==> config.mk <==
export PLATFORM = sky130hd
export DESIGN_NAME = wd_host_regs
export DESIGN_NICKNAME = d
export VERILOG_FILES = /design/src/rtl/wd_fdc_pkg.sv /design/src/rtl/wd_geom_pkg.sv /design/src/rtl/wd_host_regs.sv
export SDC_FILE = /design/constraint.sdc
export NUM_CORES = 1
export LEC_CHECK = 0
export BUFFER_PORTS_ARGS = -buffer_cell sky130_fd_sc_hd__buf_2
export CORE_AREA = 4 4 59 87
export CTS_CLUSTER_SIZE = 10
export DETAILED_ROUTE_END_ITERATION = 12
export DIE_AREA = 0 0 63 91
export GPL_ROUTABILITY_DRIVEN = 0
export PLACE_DENSITY_LB_ADDON = 0.25
export SYNTH_ARGS = -nofsm -noshare
export SYNTH_HDL_FRONTEND = slang
export SYNTH_SLANG_ARGS = --single-unit
==> constraint.sdc <==
create_clock -name clk_sys -period 1.4 [get_ports clk_sys]
set_input_delay 0.14 -clock clk_sys [delete_from_list [all_inputs] [get_ports clk_sys]]
set_output_delay 0.14 -clock clk_sys [all_outputs]
set_load 0.01 [all_outputs]
==> src/rtl/wd_fdc_pkg.sv <==
// wd_fdc_pkg
// host side definitions of the WD1793 style controller:
// register map, command codes, command and status bit positions
package wd_fdc_pkg;

	typedef logic [7:0] fdc_byte_t;   // register or data byte
	typedef logic [1:0] reg_addr_t;   // host register select

	localparam reg_addr_t A_CMD_STATUS = 2'd0;   // write: command, read: status
	localparam reg_addr_t A_TRACK      = 2'd1;
	localparam reg_addr_t A_SECTOR     = 2'd2;
	localparam reg_addr_t A_DATA       = 2'd3;

	// ==================================================================
	// command codes, top nibble of the command byte
	localparam logic [3:0] CMD_RESTORE   = 4'h0;
	localparam logic [3:0] CMD_SEEK      = 4'h1;
	localparam logic [3:0] CMD_STEP      = 4'h2;   // 2..3
	localparam logic [3:0] CMD_STEP_IN   = 4'h4;   // 4..5
	localparam logic [3:0] CMD_STEP_OUT  = 4'h6;   // 6..7
	localparam logic [3:0] CMD_READ      = 4'h8;   // 8..9
	localparam logic [3:0] CMD_WRITE     = 4'hA;   // A..B
	localparam logic [3:0] CMD_FORCE_INT = 4'hD;

	localparam int B_UPDATE = 4;   // steps: update track register
	localparam int B_MULTI  = 4;   // type II: run to end of track

	// status register bits
	localparam int ST_BUSY     = 0;
	localparam int ST_DRQ      = 1;   // type II mode
	localparam int ST_TRACK0   = 2;   // type I mode
	localparam int ST_SEEKERR  = 4;
	localparam int ST_WRFAULT  = 5;
	localparam int ST_WPROT    = 6;
	localparam int ST_NOTREADY = 7;

endpackage

==> src/rtl/wd_geom_pkg.sv <==
// wd_geom_pkg
// fixed disk geometry in track-side-sector order
// size codes 0..2 give 26x128, 16x256 and 9x512 per track side
package wd_geom_pkg;

	typedef logic [1:0]  size_code_t;   // sector size code
	typedef logic [7:0]  track_t;       // head track number
	typedef logic [31:0] lba_t;         // SD block number
	typedef logic [8:0]  buf_addr_t;    // byte within one block
	typedef logic [9:0]  sec_len_t;     // sector byte count, up to 512

	localparam int unsigned BLOCK_BYTES = 512;

	function automatic sec_len_t sector_bytes(input size_code_t code);
		case (code)
			2'd0:    return 10'd128;
			2'd1:    return 10'd256;
			default: return 10'd512;   // 3 falls back to 512
		endcase
	endfunction

	function automatic logic [7:0] sectors_per_track(input size_code_t code);
		case (code)
			2'd0:    return 8'd26;
			2'd1:    return 8'd16;
			default: return 8'd9;
		endcase
	endfunction

endpackage

==> src/rtl/wd_host_regs.sv <==
`timescale 1ns/1ps
// wd_host_regs
// host bus side of the controller: bus edge detection, track, sector
// and data registers, status assembly and the read data mux.
// raises cmd_strobe on every command write and flags the end of
// each data register access to the sequencer
module wd_host_regs (
	input  logic                  clk_sys,
	input  logic                  reset_spin,
	input  logic                  io_en,
	input  logic                  rd,
	input  logic                  wr,
	input  wd_fdc_pkg::reg_addr_t addr,
	input  wd_fdc_pkg::fdc_byte_t din,
	input  wd_fdc_pkg::fdc_byte_t buf_q,
	input  logic                  ready,
	input  logic                  wp,
	input  logic                  track_load,
	input  wd_geom_pkg::track_t   track_value,
	input  logic                  sector_inc,
	input  logic                  cmd_type1,
	input  logic                  busy,
	input  logic                  drq,
	input  logic                  seek_err,
	input  logic                  wr_fault,
	input  logic                  at_track0,
	input  logic                  intrq_set,
	output wd_fdc_pkg::fdc_byte_t dout,
	output logic                  intrq,
	output logic                  cmd_strobe,
	output wd_fdc_pkg::fdc_byte_t cmd_byte,
	output logic                  data_rd_done,
	output logic                  data_wr_done,
	output wd_geom_pkg::track_t   track_reg,
	output wd_fdc_pkg::fdc_byte_t sector_reg,
	output wd_fdc_pkg::fdc_byte_t data_reg
);

	logic                  rde, wre;
	logic                  old_rd, old_wr;
	logic                  wr_edge, rd_fall, wr_fall;
	wd_fdc_pkg::reg_addr_t cur_addr;   // register of the access in progress
	wd_fdc_pkg::fdc_byte_t status;

	assign rde     = rd & io_en;
	assign wre     = wr & io_en;
	assign wr_edge = wre & ~old_wr;
	assign rd_fall = old_rd & ~rde;
	assign wr_fall = old_wr & ~wre;

	assign cmd_strobe   = wr_edge && (addr == wd_fdc_pkg::A_CMD_STATUS);
	assign cmd_byte     = din;
	assign data_rd_done = rd_fall && (cur_addr == wd_fdc_pkg::A_DATA);
	assign data_wr_done = wr_fall && (cur_addr == wd_fdc_pkg::A_DATA);

	always_ff @(posedge clk_sys) begin
		if (reset_spin) begin
			old_rd     <= 1'b0;
			old_wr     <= 1'b0;
			cur_addr   <= wd_fdc_pkg::A_CMD_STATUS;
			intrq      <= 1'b0;
			track_reg  <= '0;
			sector_reg <= '0;
			data_reg   <= '0;
		end else begin
			old_rd <= rde;
			old_wr <= wre;
			if ((rde && !old_rd) || wr_edge)
				cur_addr <= addr;

			// set wins over both clears
			if (rd_fall && cur_addr == wd_fdc_pkg::A_CMD_STATUS)
				intrq <= 1'b0;
			if (cmd_strobe)
				intrq <= 1'b0;
			if (intrq_set)
				intrq <= 1'b1;

			if (track_load)
				track_reg <= track_value;
			if (sector_inc)
				sector_reg <= sector_reg + 8'd1;   // next sector in multi mode

			if (wr_edge) begin
				case (addr)
					wd_fdc_pkg::A_TRACK:  if (!busy) track_reg <= din;
					wd_fdc_pkg::A_SECTOR: if (!busy) sector_reg <= din;
					wd_fdc_pkg::A_DATA:   data_reg <= din;
					default: ;
				endcase
			end
		end
	end

	always_comb begin
		status = '0;
		status[wd_fdc_pkg::ST_BUSY]     = busy;
		status[wd_fdc_pkg::ST_SEEKERR]  = seek_err;
		status[wd_fdc_pkg::ST_WPROT]    = wp;
		status[wd_fdc_pkg::ST_NOTREADY] = ~ready;
		if (cmd_type1) begin
			status[wd_fdc_pkg::ST_TRACK0] = at_track0;   // head loaded, index stay 0
		end else begin
			status[wd_fdc_pkg::ST_DRQ]     = drq;
			status[wd_fdc_pkg::ST_WRFAULT] = wr_fault;
		end
	end

	always_comb begin
		case (addr)
			wd_fdc_pkg::A_CMD_STATUS: dout = status;
			wd_fdc_pkg::A_TRACK:      dout = track_reg;
			wd_fdc_pkg::A_SECTOR:     dout = sector_reg;
			default:                  dout = drq ? buf_q : data_reg;
		endcase
	end

endmodule

==> out/results.ini, run 1 <==
[yosys]
synth_xor_area_share_pct=3.453
synth_cell_types=36
ys_seq_area_share_pct=32.70
synth_common_cells=nor2_1 (32), dfxtp_1 (29), mux2i_1 (23)
postSynthAreaPerCell_um2=9.809
ys_seq_elements=29
yosysMostFrequentCell=nor2_1
synth_top_family_by_area=multiplexers
synthMuxAreaShare_pct=21.00
synth_fa_ha_area_share_pct=0.7047
synth_nets=224
synth-async-reset-ratio_pct=0
synth_area_um2=1775
synth_area_leaders=dfxtp_1 (33%), mux2i_1 (13%), a211oi_2 (11%), nor2_1 (6.8%), buf_4 (3.4%)
synth_compound_area_share_pct=15.72
netlist_instances=181
synthFlopType=dfxtp_1
yosys_warnings=0
synth_edf_count=0
synth-simple-area-share_pct=17.27
synth_top_area_cell=dfxtp_1
synth_top_area_share_pct=32.70

[finish]
nNetsFinal=319
final_cells=322
final_cell_area_um2=2577
n_antenna_cell=0
layout-drive-gt1-share_pct=60.87
regArea_um2=586.8
areaGrowthSynthToFinish_pct=45.17
fillers=372
final_core_util_pct=59.69
multiInputGateArea_um2=1186

[run_status]
violations=setup timing
status=complete, but fails checks

[pwr]
combPwrFrac_pct=23.4
finalPower_mw=2.087
power_frac_clock_pct=33.5
p_sw_share_pct=28.18
p_per_area_nw_per_um2=809.7
seqPwrFrac_pct=43.1
power.switching_uw=588.2
p_int_mw=1.499
ir_drop_mv=0.6695
p_leak_nw=1.184

[timing]
drv_slew=0
period_share_pct=116.1
relSlewSlack_pct=79.00
hold_violations=0
worst_pin_slew_ns=0.3150
skew_ns=0.003331
finalSetupViolations=20
worst_slack_ns=-0.2251
rsz0062_at_grt=true
timing.fmax_mhz=615.4
min_period_ns=1.625

[global_routing]
grt_usage_pct=17.83
grt_pass1_wl_um=8107
grt_pass1_vias=1657
grt_max_degree=30
antenna_found_initial=0
grt_overflow=0

[clock_tree]
root_buffer=clkbuf_8
cts_buffer_depth=2
clkLatencyLatePin_ns=0.28
cts_tree=done
clk_pin_slew_worst_paths_ns=0.06
cts_sinks=29
numCtsBuffers=5
cts_max_level=2

[floorplanning]
core-area_um2=4318
io_pins=86
fp.dieW_um=63
dieHeight_um=91
die-area_um2=5733
placementRows=29
start_util_pct=41.12

[route]
routed_wl_um=5383
drt_iter0_markers=74
via_per_inst=5.351
vias=1723
ant_nets=0
drcViolationCount=0
dr.pass1.iters=4
wire_per_inst_um=16.72

[worst_setup_path]
arrival_ns=1.49
startpoint_type=flop
worstSetupPathType=reg2out
cp.required_ns=1.26
end_kind=output pin
cp_max_fo=2

[job]
cap_violations=0

[placed_design]
io_buffers=85
dp_hpwl_um=3727
place_inst=304
place_area_um2=2223

[worst_hold_path]
worstHoldPathType=in2reg

through the flow:
step	worst slack, ns	hold slack [ns]	TNS, ns
after floorplan	-0.02274	0.2577	-0.04615
after global placement	0.02158	0.3559	0
after detailed placement	0.0007021	0.3599	0
after CTS	-0.2211	0.06454	-0.9040
after global routing	-0.2625	0.09118	-3.548
final	-0.2251	0.07239	-2.357
metal layers:
metal / up-vias / GRT usage [%] / share of wire [%]
met3: 6 / 4.074 / 5.4
li1: 839 / - / -
met2: 60 / 31.19 / 51
met5: - / 0 / 0
met1: 818 / 21.17 / 42
met4: 0 / 6.077 / 1.2
layout by cell type (no fill, tap or decap), drive strengths merged, types with 3 or more instances in the layout:
master	netlist	final
nand3	3	3
or4	3	5
a211oi	17	17
nand2	10	10
mux2	4	4
mux4	4	4
inv	3	3
clkbuf	6	7
nor2	32	32
buf	15	107
o211ai	3	3
mux2i	23	23
and4	3	3
o21ai	5	5
xor2	5	5
dfxtp	29	29
power by group through the flow:
stage	Sequential, mW	Combinational, mW	Clock [mW]
6_report	0.899	0.489	0.699
5_1_grt	0.905	0.527	0.752
2_1_floorplan	0.927	0.234	0
3_5_place_dp	0.917	0.423	0
4_1_cts	0.899	0.452	0.719
3_3_place_gp	0.917	0.418	0
final cells by class:
cell class / instances / share of cell area (%)
inverters: 3 / 0.4369
well taps: 46 / 2.233
clock buffers: 7 / 3.350
flip-flops and latches: 29 / 22.77
multi-input cells: 130 / 46.02
repair buffers: 107 / 25.19
final timing paths:
path	start	endpoint	slack, ns	depth (start not counted)
setup / recovery	data_reg[0]$_SDFFE_PP0P_	dout[0]	-0.23	3
hold reg to reg	intrq$_SDFFE_PP0P_	intrq$_SDFFE_PP0P_	0.51	2
setup reg to reg	old_wr$_SDFF_PP0_	track_reg[2]$_SDFF_PP0_	-0.17	5
hold / removal	intrq_set	intrq$_SDFFE_PP0P_	0.07	3
cell families (layout without fill, tap and decap cells):
| family | after synthesis | in the layout |
|---|---|---|
| adder cells (fa/ha/maj) | 1 | 1 |
| AO/OA/AOI/OAI | 29 | 29 |
| flip-flops | 29 | 29 |
| XOR/XNOR | 7 | 7 |
| buffers and inverters | 24 | 117 |
| multiplexers | 31 | 31 |
| AND/OR/NAND/NOR | 60 | 62 |
critical path, stage by stage, from the launching register on:
cell,delay (ns)
dfxtp_2,0.32
mux2_4,0.27
mux4_2,0.48
buf_6,0.14
timing repair:
item | CTS | global route
gates cloned | 0 | 2
endpoints found under the setup margin | 5 | 21
pin swaps | 3 | 9
buffers inserted | 6 | 3
hold buffers | 0 | 0
resized for setup | 14 | 40
endpoints found under the hold margin | 0 | 0
No activity file was read; power rests on OpenSTA's default activity.
==> inputs of run 2 (changes only) <==
- CELL_PAD_IN_SITES_DETAIL_PLACEMENT: default -> 1
- CELL_PAD_IN_SITES_GLOBAL_PLACEMENT: default -> 2
- CORE_AREA: 4 4 59 87 -> 4 4 76 113
- DIE_AREA: 0 0 63 91 -> 0 0 80 117
==> run 2 against run 1 <==
  * The flow still finishes with violations (setup timing)
  * Combinational power about the same
  * Via count down 0.17%
  * Global-route usage fell by 4.7 points
  * Critical path depth is the same
  * Count of clock-buffer cells in the layout up 1
  * Flip-flop and latch count unchanged
  * Clock power increased by 46%
  * Power up 15%
  * Sequential share of layout area down 0.58 points
  * Register-to-register slack improved by 0.11 ns
  * Largest cell class unchanged
==> out/results.ini, run 2 (synthesis gave the netlist of run 1 again) <==
[global_routing]
grt_max_degree=30
antenna_found_initial=0
grt_usage_pct=13.10
grt_pass1_wl_um=9349
grt_pass1_vias=1853
grt_overflow=0

[finish]
multiInputGateArea_um2=1127
final_cell_mix=buf_2 (80), mux2i_1 (23), nor2_1 (22), dfxtp_1 (22), buf_4 (19)
final_cells=381
areaGrowthSynthToFinish_pct=49.61
n_antenna_cell=0
nNetsFinal=321
layout-drive-gt1-share_pct=58.78
final_common_cell=buf_2
regArea_um2=589.3
fillers=933

[worst_setup_path]
r2r_cells=4
cpPeakStageDelay_ns=0.48
startpoint_type=flop
slowest_stage=mux4_2
crit_chain=mux2_4 -> mux4_2 -> buf_6
path_buf_inv=1
arrival_ns=1.46
cp.required_ns=1.26
worstSetupPathType=reg2out
crit_family=multiplexers
cp_max_fo=2
end_kind=output pin
cp.depth=3

[placed_design]
place_inst=369
io_buffers=85
pre_cts_ws_ns=-0.06597
dp_hpwl_um=4747

[floorplanning]
io_pins=86
die-area_um2=9360
dieHeight_um=117
fp.dieW_um=80
core-area_um2=7612
start_util_pct=23.32
placementRows=39

[job]
cap_violations=0

[clock_tree]
holdBufCountCts=0
cts_tree=done
root_buffer=clkbuf_16
clk_pin_slew_worst_paths_ns=0.05
cts_max_level=2
cts_buffer_depth=2
cts_sinks=29
clkLatencyLatePin_ns=0.27
numCtsBuffers=5

[pwr]
p_leak_nw=1.209
ir_drop_mv=0.4795
p_per_area_nw_per_um2=907.1

[timing]
timing.fmax_mhz=623.5
min_period_ns=1.604
rsz0062_at_grt=true
relSlewSlack_pct=71.73
worst_pin_slew_ns=0.4196
worst_slack_ns=-0.2038
hold_violations=0
drv_slew=0
finalSetupViolations=13
period_share_pct=114.6
skew_ns=0.003584

[route]
wire_per_inst_um=16.86
via_per_inst=4.514
drt_iter0_markers=50
dr.pass1.iters=3
ant_nets=0
drcViolationCount=0
routed_wl_um=6422
vias=1720

[worst_hold_path]
worstHoldPathType=in2reg
hold_depth=3

[run_status]
status=complete, but fails checks
violations=setup timing

-- run 2: timing repair --
item | in CTS | in global routing
setup endpoints to repair | 5 | 21
cloned | 0 | 2
buffers inserted | 2 | 0
gates resized for setup | 11 | 29
pin swaps | 3 | 4
-- run 2: routing by layer --
metal	vias to the layer above	global-route usage (%)	part of all wire, %
met4	0	3.720	0.86
met1	843	13.99	38
met3	4	3.139	4.6
met5	-	0	0
met2	37	25.17	56
li1	836	-	-
-- run 2: report_power, final --
| group | leakage, nW | internal [mW] | switching (mW) |
|---|---|---|---|
| Clock | 0.0652 | 0.660 | 0.357 |
| Combinational | 0.904 | 0.246 | 0.244 |
| Sequential | 0.240 | 0.868 | 0.0351 |
-- run 2: metrics by stage --
stage                     instance area, µm²  power [mW]  hold WS, ns  setup TNS [ns]  utilization, %
after global placement                  2361       1.367       0.3507         -0.1769           31.02
after global routing                    2656       2.527       0.1072          -1.754           34.89
final                                   2656       2.410      0.08162          -1.166           34.89
after floorplan                         1783       1.161       0.2577        -0.04615               -
after detailed placement                2361       1.372       0.3576         -0.2062           31.02
after CTS                               2537       2.428      0.07891         -0.8216           33.33
-- run 2: layout make-up --
cell class	instances	area share (%)
Timing Repair Buffer	109	25.01
Inverter	3	0.4239
Multi-Input combinational cell	130	42.44
Tap cell	102	4.805
Sequential cell	29	22.19
Clock buffer	8	5.134
-- run 2: final timing paths --
check	start	to	slack, ns
hold / removal	intrq_set	intrq$_SDFFE_PP0P_	0.08
setup reg to reg	old_wr$_SDFF_PP0_	track_reg[0]$_SDFF_PP0_	-0.06
hold reg to reg	intrq$_SDFFE_PP0P_	intrq$_SDFFE_PP0P_	0.50
setup / recovery	data_reg[0]$_SDFFE_PP0P_	dout[0]	-0.20
-- run 2: worst min-delay path, stage by stage --
cell	delay, ns
buf_2	0.07
a31oi_1	0.03
nor2_1	0.07
