[src/rtl/wd_fdc_pkg.sv]
// wd_fdc_pkg
// host side definitions of the WD1793 style controller:
// register map, command codes, command and status bit positions
package wd_fdc_pkg;

	typedef logic [7:0] fdc_byte_t;   // register or data byte
	typedef logic [1:0] reg_addr_t;   // host register select

	localparam reg_addr_t A_CMD_STATUS = 2'd0;   // write: command, read: status
	localparam reg_addr_t A_TRACK      = 2'd1;
	localparam reg_addr_t A_SECTOR     = 2'd2;
	localparam reg_addr_t A_DATA       = 2'd3;

	// ==================================================================
	// command codes, top nibble of the command byte
	localparam logic [3:0] CMD_RESTORE   = 4'h0;
	localparam logic [3:0] CMD_SEEK      = 4'h1;
	localparam logic [3:0] CMD_STEP      = 4'h2;   // 2..3
	localparam logic [3:0] CMD_STEP_IN   = 4'h4;   // 4..5
	localparam logic [3:0] CMD_STEP_OUT  = 4'h6;   // 6..7
	localparam logic [3:0] CMD_READ      = 4'h8;   // 8..9
	localparam logic [3:0] CMD_WRITE     = 4'hA;   // A..B
	localparam logic [3:0] CMD_FORCE_INT = 4'hD;

	localparam int B_UPDATE = 4;   // steps: update track register
	localparam int B_MULTI  = 4;   // type II: run to end of track

	// status register bits
	localparam int ST_BUSY     = 0;
	localparam int ST_DRQ      = 1;   // type II mode
	localparam int ST_TRACK0   = 2;   // type I mode
	localparam int ST_SEEKERR  = 4;
	localparam int ST_WRFAULT  = 5;
	localparam int ST_WPROT    = 6;
	localparam int ST_NOTREADY = 7;

endpackage

[src/rtl/wd_geom_pkg.sv]
// wd_geom_pkg
// fixed disk geometry in track-side-sector order
// size codes 0..2 give 26x128, 16x256 and 9x512 per track side
package wd_geom_pkg;

	typedef logic [1:0]  size_code_t;   // sector size code
	typedef logic [7:0]  track_t;       // head track number
	typedef logic [31:0] lba_t;         // SD block number
	typedef logic [8:0]  buf_addr_t;    // byte within one block
	typedef logic [9:0]  sec_len_t;     // sector byte count, up to 512

	localparam int unsigned BLOCK_BYTES = 512;

	function automatic sec_len_t sector_bytes(input size_code_t code);
		case (code)
			2'd0:    return 10'd128;
			2'd1:    return 10'd256;
			default: return 10'd512;   // 3 falls back to 512
		endcase
	endfunction

	function automatic logic [7:0] sectors_per_track(input size_code_t code);
		case (code)
			2'd0:    return 8'd26;
			2'd1:    return 8'd16;
			default: return 8'd9;
		endcase
	endfunction

endpackage

[src/rtl/wd_disk_map.sv]
`timescale 1ns/1ps
// wd_disk_map
// maps head track, side and sector to an SD block and byte offset
// for the fixed track-side-sector image layout, and range checks
// the sector number. outputs lag the inputs by one clock
module wd_disk_map (
	input  logic                   clk_sys,
	input  wd_geom_pkg::track_t    head_track,
	input  logic                   side,
	input  wd_fdc_pkg::fdc_byte_t  sector_reg,
	input  wd_geom_pkg::size_code_t size_code,
	output wd_geom_pkg::lba_t      blk_lba,
	output wd_geom_pkg::buf_addr_t byte_offset,
	output logic                   sector_ok,
	output wd_geom_pkg::sec_len_t  sec_len
);

	logic [7:0]            spt;
	wd_geom_pkg::sec_len_t bytes;
	logic [31:0]           trk_side;   // track * 2 + side
	logic [31:0]           pos;        // byte position in the image

	always_comb begin
		spt      = wd_geom_pkg::sectors_per_track(size_code);
		bytes    = wd_geom_pkg::sector_bytes(size_code);
		trk_side = {23'd0, head_track, side};
		pos      = (trk_side * 32'(spt) + 32'(sector_reg) - 32'd1) * 32'(bytes);
	end

	// ==================================================================
	always_ff @(posedge clk_sys) begin
		blk_lba     <= pos / wd_geom_pkg::BLOCK_BYTES;
		byte_offset <= wd_geom_pkg::buf_addr_t'(pos % wd_geom_pkg::BLOCK_BYTES);
		sector_ok   <= (sector_reg != 8'd0) && (sector_reg <= spt);   // sectors count from 1
		sec_len     <= bytes;
	end

endmodule

[config.mk]
export PLATFORM = sky130hd
export DESIGN_NAME = wd_disk_map
export DESIGN_NICKNAME = d
export VERILOG_FILES = /design/src/rtl/wd_fdc_pkg.sv /design/src/rtl/wd_geom_pkg.sv /design/src/rtl/wd_disk_map.sv
export SDC_FILE = /design/constraint.sdc
export NUM_CORES = 1
export LEC_CHECK = 0
export BUFFER_PORTS_ARGS = -buffer_cell sky130_fd_sc_hd__buf_2
export CAP_MARGIN = 20
export CORE_UTILIZATION = 25
export DETAILED_ROUTE_END_ITERATION = 10
export PLACE_DENSITY = 0.51
export SYNTH_ARGS = -nofsm -noshare
export SYNTH_HDL_FRONTEND = slang
export SYNTH_SLANG_ARGS = --single-unit
[constraint.sdc]
create_clock -name clk_sys -period 22.2 [get_ports clk_sys]
set_clock_uncertainty 0.1 [all_clocks]
set_input_delay 2.22 -clock clk_sys [delete_from_list [all_inputs] [get_ports clk_sys]]
set_output_delay 2.22 -clock clk_sys [all_outputs]
set_load 0.02 [all_outputs]
==> results of run 1 <==
==> through the flow <==
stage               utilization [%]  cell area [um2]  worst slack, ps  cells
detailed placement            27.66             6073            11650    975
CTS                           28.02             6153            11920    979
global route                  28.02             6153            11450    979
finish                        28.02             6153            11960    979
global placement              27.66             6073            11740    975
floorplan                         -             5704            12540    682
==> power groups by stage <==
stage | clock network [mW] | registers [mW] | logic [mW]
2_1_floorplan | 0 | 0.0983 | 0.439
3_3_place_gp | 0 | 0.0777 | 0.576
6_report | 0.0459 | 0.0753 | 0.561
4_1_cts | 0.0488 | 0.0765 | 0.580
5_1_grt | 0.0489 | 0.0775 | 0.667
3_5_place_dp | 0 | 0.0774 | 0.576
==> cells in the mapped netlist, types with 2 or more instances <==
master and count:
a211oi_1 6, a21o_1 13, a21oi_1 31, a31oi_1 3, and2_1 41, and3_1 3
and3b_1 2, buf_4 25, clkbuf_1 11, dfxtp_1 27, fa_1 40, ha_1 149
inv_1 114, mux2i_1 4, nand2_1 40, nand2b_1 17, nand3_1 12, nand3b_1 2
nand4_1 3, nor2_1 27, nor2b_1 5, nor3_1 3, nor4_1 4, o211ai_1 4
o21a_1 2, o21ai_0 17, o21bai_1 2, or2_2 5, or4_1 2, xnor2_1 21
xor2_1 7
==> flip-flops by register name, summed over array words and instances (netlist names) <==
name / flops
sector_ok: 1
sec_len: 3
byte_offset: 2
blk_lba: 21
==> logic make-up (layout without fill, tap and decap cells) <==
family                   Yosys count  in the layout
AO/OA/AOI/OAI                     90             90
XOR/XNOR                          28             28
adder cells (fa/ha/maj)          189            189
buffers and inverters            150            167
flip-flops                        27             27
multiplexers                       4              4
other                              1             23
AND/OR/NAND/NOR                  171            171
==> final timing paths <==
kind	to	slack, ps
min	sector_ok	2160
max	blk_lba[18]	11960
==> cells in the final DEF (no fill, tap or decap), drive strengths merged, types with 21 or more instances in the layout <==
| master | n |
|---|---|
| ha | 149 |
| inv | 114 |
| nand2 | 40 |
| xnor2 | 21 |
| a21oi | 31 |
| conb | 23 |
| dfxtp | 27 |
| fa | 40 |
| buf | 49 |
| and2 | 41 |
| nor2 | 27 |
==> worst max-delay path: cells and delay by family <==
family	cells	cell delay, ps
adders and majority gates	11	4310
AOI/OAI and AO/OA	7	1450
and+or+nand+nor	5	1250
buffers and inverters	6	700
xor gates and xnor gates	2	380
==> cell type report <==
type	instances	share of cell area [%]
Clock buffer	3	1.220
Clock inverter	1	0.08133
Inverter	114	6.954
Multi-Input combinational cell	505	73.24
Sequential cell	27	8.784
Tap cell	280	5.693
Timing Repair Buffer	49	4.026
==> layer usage <==
| layer | GRT usage (%) | part of all wire (%) | wire length, um | up-vias |
|---|---|---|---|---|
| li1 | - | - | - | 2203 |
| met1 | 13.19 | 51 | 5425 | 2011 |
| met2 | 15.32 | 46 | 4859 | 61 |
| met3 | 1.398 | 3.2 | 339 | 2 |
| met4 | 1.312 | 0.11 | 12 | 0 |
| met5 | 0 | 0 | 0 | - |
==> impl_metrics.json, run 1 <==
{
  "synthFlopType": "dfxtp_1",
  "ant_nets": 0,
  "required_ps": 22310,
  "synthXorXnorAreaFrac_pct": 4.362,
  "wire_per_inst_um": 10.87,
  "syn-cell-area_um2": 5622,
  "overflow": 0,
  "dr.pass1.iters": 8,
  "max_stage_delay_ps": 600,
  "port_buffers": 48,
  "syn_area_per_cell_um2": 8.518,
  "pin_count": 72,
  "cts-htree-levels": 1,
  "synth_compound_area_share_pct": 10.10,
  "yosys_warnings": 0,
  "grt_util_all_layers_pct": 9.352,
  "root_buffer": "clkbuf_16",
  "synth-async-reset-ratio_pct": 0,
  "comb_power_share_pct": 82.2,
  "cts_setup_buffers": 0,
  "p_seq_share_pct": 11.0,
  "timing.fmax_mhz": 97.70,
  "layout-drive-gt1-share_pct": 8.870,
  "clock-sinks": 27,
  "rsz0062_at_grt": "no",
  "core_area_um2": 21960,
  "slew_violations": 0,
  "violations": "DRC",
  "synth-seq-cells": 27,
  "crit_type": "input port to flip-flop",
  "hold_depth": 3,
  "tritoncts": "yes",
  "final-seq-area_um2": 540.5,
  "routed_via_density": 4.369,
  "end_kind": "flip-flop",
  "switching_share_pct": 51.44,
  "synth_top_area_share_pct": 33.16,
  "finalSetupTns_ps": 0,
  "die-area_um2": 23090,
  "num_vias": 4277,
  "crit_top_cell": "ha_1",
  "hold_buffers": 0,
  "slew_headroom_pct": 44.26,
  "path_clk_slew_ps": 80,
  "p_per_area_nw_per_um2": 110.9,
  "drt_iter0_markers": 117,
  "cts_resized": 0,
  "critPathArrivalTime_ps": 10340,
  "die_w_um": 152.0,
  "status": "finished, violations left",
  "period_minus_slack_ps": 10240,
  "synth_edf_count": 0,
  "area_delta_synth_final_pct": 9.459,
  "min_from": "sector_reg[3]",
  "synth_top_family_by_area": "adder cells",
  "fp-row-count": 54,
  "fin_nets": 909,
  "cp-start-kind": "input port",
  "ys_seq_area_share_pct": 9.615,
  "critPathMaxFanout": 39,
  "dpl.hpwl_mm": 9.258,
  "grt_max_degree": 40,
  "synth_area_leader_cell": "ha_1",
  "grt_antenna_before_repair": 0,
  "start_util_pct": 25.60,
  "hold_violations": 0,
  "ys_types": 49,
  "ir_worst_vdd_mv": 0.05477,
  "setup-violations-final": 0,
  "die_h_um": 152.0,
  "clkPwrFrac_pct": 6.7,
  "grt_pass1_wl_mm": 18.03,
  "internal_power_uw": 331.5,
  "cts_buffers": 3,
  "synthTopCellsByArea": "ha_1 33%, fa_1 14%, dfxtp_1 9.6%",
  "startpoint": "size_code[1]",
  "fin_worst_hold_slack_ps": 2163,
  "worst_slew_pin_slew_ps": 833.0,
  "period_share_pct": 46.11,
  "p_sw_uw": 351.1,
  "place_congestion": 0.8098,
  "p_leak_nw": 3.485,
  "synthMuxAreaShare_pct": 0.7122,
  "clock_path_buffers": 2,
  "netlist_instances": 660,
  "drcViolationCount": 4,
  "finalWirelength_mm": 10.64,
  "multi_input_area_um2": 4507,
  "crit_slowest_cell": "nand2b_1",
  "synth-simple-area-share_pct": 16.05,
  "cap_viol_max_count": 0,
  "fill_cells": 2399,
  "hold_class": "input port to flip-flop",
  "num_antenna_cells": 0,
  "finalPower_uw": 682.5,
  "synth_fa_ha_area_share_pct": 47.41,
  "grt_pass1_vias": 3886
}
No activity file was read; power rests on OpenSTA's default activity.
==> inputs of run 2 (changes only) <==
- PLACE_DENSITY: 0.51 -> 0.52
- clock period: 22.2 -> 8.5 ns (I/O delays scaled with it)
==> run 2 against run 1 <==
The flow still finishes with violations (DRC). First-iteration DRC count rose by 17%. Sequential cell count is the same. Sequential share of layout area shrank 0.15 points. Critical path type unchanged. Global-route usage grew 0.32 points.
==> impl_metrics.json, run 2 (same netlist as run 1, synthesis figures left out) <==
{
  "cts-htree-levels": 1,
  "cts_buffers": 3,
  "layout-drive-gt1-share_pct": 10.66,
  "p_per_area_nw_per_um2": 297.1,
  "die-area_um2": 23090,
  "clock-sinks": 27,
  "num_antenna_cells": 0,
  "utilization_pct": 28.51,
  "overflow": 0,
  "most-common-layout-cells": "149 x ha_1, 114 x inv_1, 48 x buf_2",
  "grt_pass1_vias": 3979,
  "top_register": "blk_lba",
  "wire_per_inst_um": 10.98,
  "cts_resized": 0,
  "ir_worst_vdd_mv": 0.1505,
  "area_delta_synth_final_pct": 11.37,
  "internal_power_uw": 924.0,
  "period_minus_slack_ps": 8061,
  "cts_setup_buffers": 0,
  "timing.fmax_mhz": 124.1,
  "hold_violations": 0,
  "period_share_pct": 94.83,
  "p_seq_share_pct": 10.4,
  "p_sw_uw": 936.1,
  "hold_depth": 2,
  "grt_util_all_layers_pct": 9.667,
  "rsz0062_at_grt": "no",
  "reg.largest.list": "blk_lba (21), sec_len (3), byte_offset (2)",
  "port_buffers": 48,
  "tritoncts": "yes",
  "status": "finished, violations left",
  "path_clk_slew_ps": 80,
  "crit_type": "input port to flip-flop",
  "fp-row-count": 54,
  "fill_cells": 2355,
  "final_common_cell": "ha_1",
  "cp-start-kind": "input port",
  "core_area_um2": 21960,
  "place_congestion": 0.8023,
  "pin_count": 72,
  "drt_iter0_markers": 137,
  "dr.pass1.iters": 9,
  "end_kind": "flip-flop",
  "die_h_um": 152.0,
  "grt_antenna_before_repair": 0,
  "dpl.hpwl_mm": 9.489,
  "clock_path_buffers": 2,
  "die_w_um": 152.0,
  "num_vias": 4345,
  "violations": "DRC",
  "comb_power_share_pct": 83.3,
  "start_util_pct": 25.60,
  "switching_share_pct": 50.33,
  "hold_buffers": 0,
  "finalPower_mw": 1.860,
  "grt_pass1_wl_mm": 18.47,
  "grt_max_degree": 22,
  "finalSetupTns_ps": 0,
  "critPathMaxFanout": 17,
  "fin_nets": 923,
  "clkPwrFrac_pct": 6.3,
  "cap_viol_max_count": 0,
  "critPathArrivalTime_ps": 8110,
  "routed_via_density": 4.376,
  "finalWirelength_mm": 10.90,
  "required_ps": 8550,
  "root_buffer": "clkbuf_16",
  "slew_violations": 0,
  "fin_worst_hold_slack_ps": 771.7,
  "p_leak_nw": 3.548,
  "drcViolationCount": 5,
  "largest_reg_flops": 21,
  "hold_class": "input port to flip-flop",
  "setup-violations-final": 0,
  "ant_nets": 0
}
[run 2: final timing paths]
path | start | end | slack, ps
setup / recovery | size_code[1] | blk_lba[19] | 440
hold / removal | size_code[1] | sec_len[7] | 770
[run 2: through the flow]
step           area, um2  instances  setup WS, ps
3_5_place_dp        6178        989        -30.87
4_1_cts             6257        993         274.0
5_1_grt             6261        993         63.05
6_report            6261        993         439.2
3_3_place_gp        6178        989        -19.45
2_1_floorplan       5704        682         207.7
[run 2: critical path, cell delays in order]
cell and delay (ps):
buf_2 130, buf_4 190, nand2b_1 160, ha_1 310, fa_1 540, inv_1 60, fa_1 530, inv_1 60
fa_1 490, inv_1 40, ha_1 360, a21o_1 140, a21oi_1 70, a211o_2 380, a31o_2 250, o21ai_4 280
mux2i_1 230, ha_1 270, fa_1 440, ha_1 290, ha_1 290, ha_1 290, ha_1 370, a21o_1 200
a21oi_1 270, nor3_1 80, a2111oi_1 380, o211ai_1 130
[run 2: power groups by stage]
stage                     clock network [mW]  registers (mW)  logic (mW)
after floorplan                            0           0.257        1.15
after detailed placement                   0           0.197        1.58
final                                  0.116           0.194        1.55
after global placement                     0           0.198        1.57
after global routing                   0.128           0.199        1.81
after CTS                              0.124           0.195        1.59
[run 2: area by class of cell]
type / instances / area [um2] / area share [%]
clock buffer: 4 / 78.83 / 1.259
tap: 280 / 350.3 / 5.596
multi-input combinational: 505 / 4511 / 72.04
inverter: 114 / 427.9 / 6.835
timing repair buffer: 63 / 352.8 / 5.635
sequential: 27 / 540.5 / 8.633
[run 2: layer usage]
| layer | vias up | track usage, % | share of wire, % |
|---|---|---|---|
| met2 | 67 | 15.70 | 45 |
| met5 | - | 0 | 0 |
| met1 | 2038 | 13.57 | 51 |
| li1 | 2237 | - | - |
| met3 | 3 | 1.683 | 3.9 |
| met4 | 0 | 1.458 | 0.14 |
==> inputs of run 3 (changes only) <==
- CELL_PAD_IN_SITES_DETAIL_PLACEMENT: unset -> 1
- CELL_PAD_IN_SITES_GLOBAL_PLACEMENT: unset -> 2
- PLACE_DENSITY: 0.52 -> 0.72
==> run 3 against run 2 <==
The run still ends with DRC left. Critical path depth up 3. Power up 0.69%. Wire length grew 7.7%. Sequential share of layout area fell by 0.068 points. Core utilization grew 0.23 points. Hold slack improved by 51 ps. Sequential cell count is the same. Largest cell class unchanged.
==> impl_metrics.json, run 3 (same netlist as run 1, synthesis figures left out) <==
{
  "status": "finished, violations left",
  "violations": "DRC",
  "wire_per_inst_um": 11.80,
  "num_vias": 4381,
  "drt_iter0_markers": 121,
  "num_antenna_cells": 0,
  "max_stage_delay_ps": 540,
  "hold_violations": 0,
  "crit_type": "input port to flip-flop",
  "top_register": "blk_lba",
  "ir_worst_vdd_mv": 0.1220,
  "period_share_pct": 94.56,
  "hold_buffers": 0,
  "layout-drive-gt1-share_pct": 11.89,
  "setup-violations-final": 0,
  "die_w_um": 152.0,
  "cts-htree-levels": 1,
  "dr.pass1.iters": 7,
  "place_congestion": 0.7563,
  "min_from": "sector_reg[3]",
  "place_inst": 988,
  "reg.largest.list": "blk_lba (21), sec_len (3), byte_offset (2)",
  "finalWirelength_mm": 11.74,
  "rsz0062_at_grt": "no",
  "fp-row-count": 54,
  "critPathMaxFanout": 16,
  "routed_via_density": 4.403,
  "grt_max_degree": 20,
  "pin_count": 72,
  "clock_path_buffers": 2,
  "cp-start-kind": "input port",
  "cap_viol_max_count": 0,
  "path_clk_slew_ps": 80,
  "finalPower_mw": 1.873,
  "p_leak_nw": 3.565,
  "crit_top_cell": "ha_1",
  "stdcell_count": 995,
  "slew_headroom_pct": 65.41,
  "required_ps": 8600,
  "ant_nets": 0,
  "core_area_um2": 21960,
  "fin_area_um2": 6311,
  "timing.fmax_mhz": 124.4,
  "dpl.hpwl_mm": 10.48,
  "critPathArrivalTime_ps": 8140,
  "start_util_pct": 25.60,
  "cts_buffers": 3,
  "clock-sinks": 27,
  "worstHoldEndpoint": "sector_ok",
  "grt_pass1_vias": 4374,
  "die_h_um": 152.0,
  "die-area_um2": 23090,
  "slew_violations": 0,
  "drcViolationCount": 6,
  "worst_slew_pin_slew_ps": 518.3,
  "overflow": 0,
  "grt_pass1_wl_mm": 20.34,
  "grt_util_all_layers_pct": 10.49,
  "tritoncts": "yes",
  "area_delta_synth_final_pct": 12.26,
  "fin_nets": 925,
  "grt_antenna_before_repair": 0,
  "root_buffer": "clkbuf_16",
  "final_common_cell": "ha_1",
  "hold_depth": 3,
  "largest_reg_flops": 21,
  "end_kind": "flip-flop",
  "most-common-layout-cells": "149 x ha_1, 114 x inv_1, 47 x buf_2",
  "hold_class": "input port to flip-flop",
  "period_minus_slack_ps": 8038,
  "crit_slowest_cell": "fa_1",
  "dpl_cell_area_um2": 6171,
  "port_buffers": 48,
  "p_per_area_nw_per_um2": 296.8
}
## run 3: cell count changes in the layout (fill, tap and decap cells not counted), sizes merged
cell | before | now
buf | 63 | 64
clkbuf | 4 | 5
## run 3: critical path, delay by kind of cell
kind	cells	cell delay (ps)
adder cells (fa/ha/maj)	11	4180
AO/OA/AOI/OAI	7	1510
AND/OR/NAND/NOR	5	760
buffers and inverters	6	460
XOR/XNOR	2	340
## run 3: layout make-up
cell class                 count  area [um2]
inverter                     114       427.9
tap                          280       350.3
timing repair buffer          65       370.4
clock buffer                   4       78.83
multi-input combinational    505        4543
fill                        2612       15650
sequential                    27       540.5
## run 3: layer usage
metal	global-route usage [%]	part of all wire, %	vias to the layer above
met5	0	0	-
met4	1.312	0.51	0
met3	1.341	2.5	6
met2	17.99	48	52
met1	14.36	49	2093
li1	-	-	2230
## run 3: worst max-delay path by stage
stage          slack, ps          end  cells after the start         start
6_report             460  blk_lba[18]                     31  size_code[1]
5_1_grt               10  blk_lba[19]                     31  size_code[1]
3_5_place_dp         -90  blk_lba[19]                     28  size_code[1]
2_1_floorplan        210  blk_lba[21]                     30  size_code[1]
3_3_place_gp        -130  blk_lba[19]                     28  size_code[1]
4_1_cts              180  blk_lba[19]                     28  size_code[1]
## run 3: what timing repair did
| item | CTS | global route |
|---|---|---|
| resized for setup | 0 | 10 |
| setup endpoints to repair | 0 | 4 |
| setup buffers | 0 | 3 |
## run 3: through the flow
stage	setup WS (ps)	TNS [ps]	hold slack [ps]	util [%]
6_report	462.2	0	823.2	28.74
3_3_place_gp	-129.7	-175.2	1122	28.10
2_1_floorplan	207.7	0	940.5	-
5_1_grt	12.26	0	831.0	28.74
3_5_place_dp	-91.41	-223.7	1112	28.10
4_1_cts	184.8	0	818.4	28.46
## run 3: power by group
part / total (mW) / leakage [nW] / internal (mW) / switching [mW]
registers: 0.195 / 0.226 / 0.183 / 0.0111
clock network: 0.118 / 0.0382 / 0.0647 / 0.0529
logic: 1.56 / 3.30 / 0.673 / 0.887
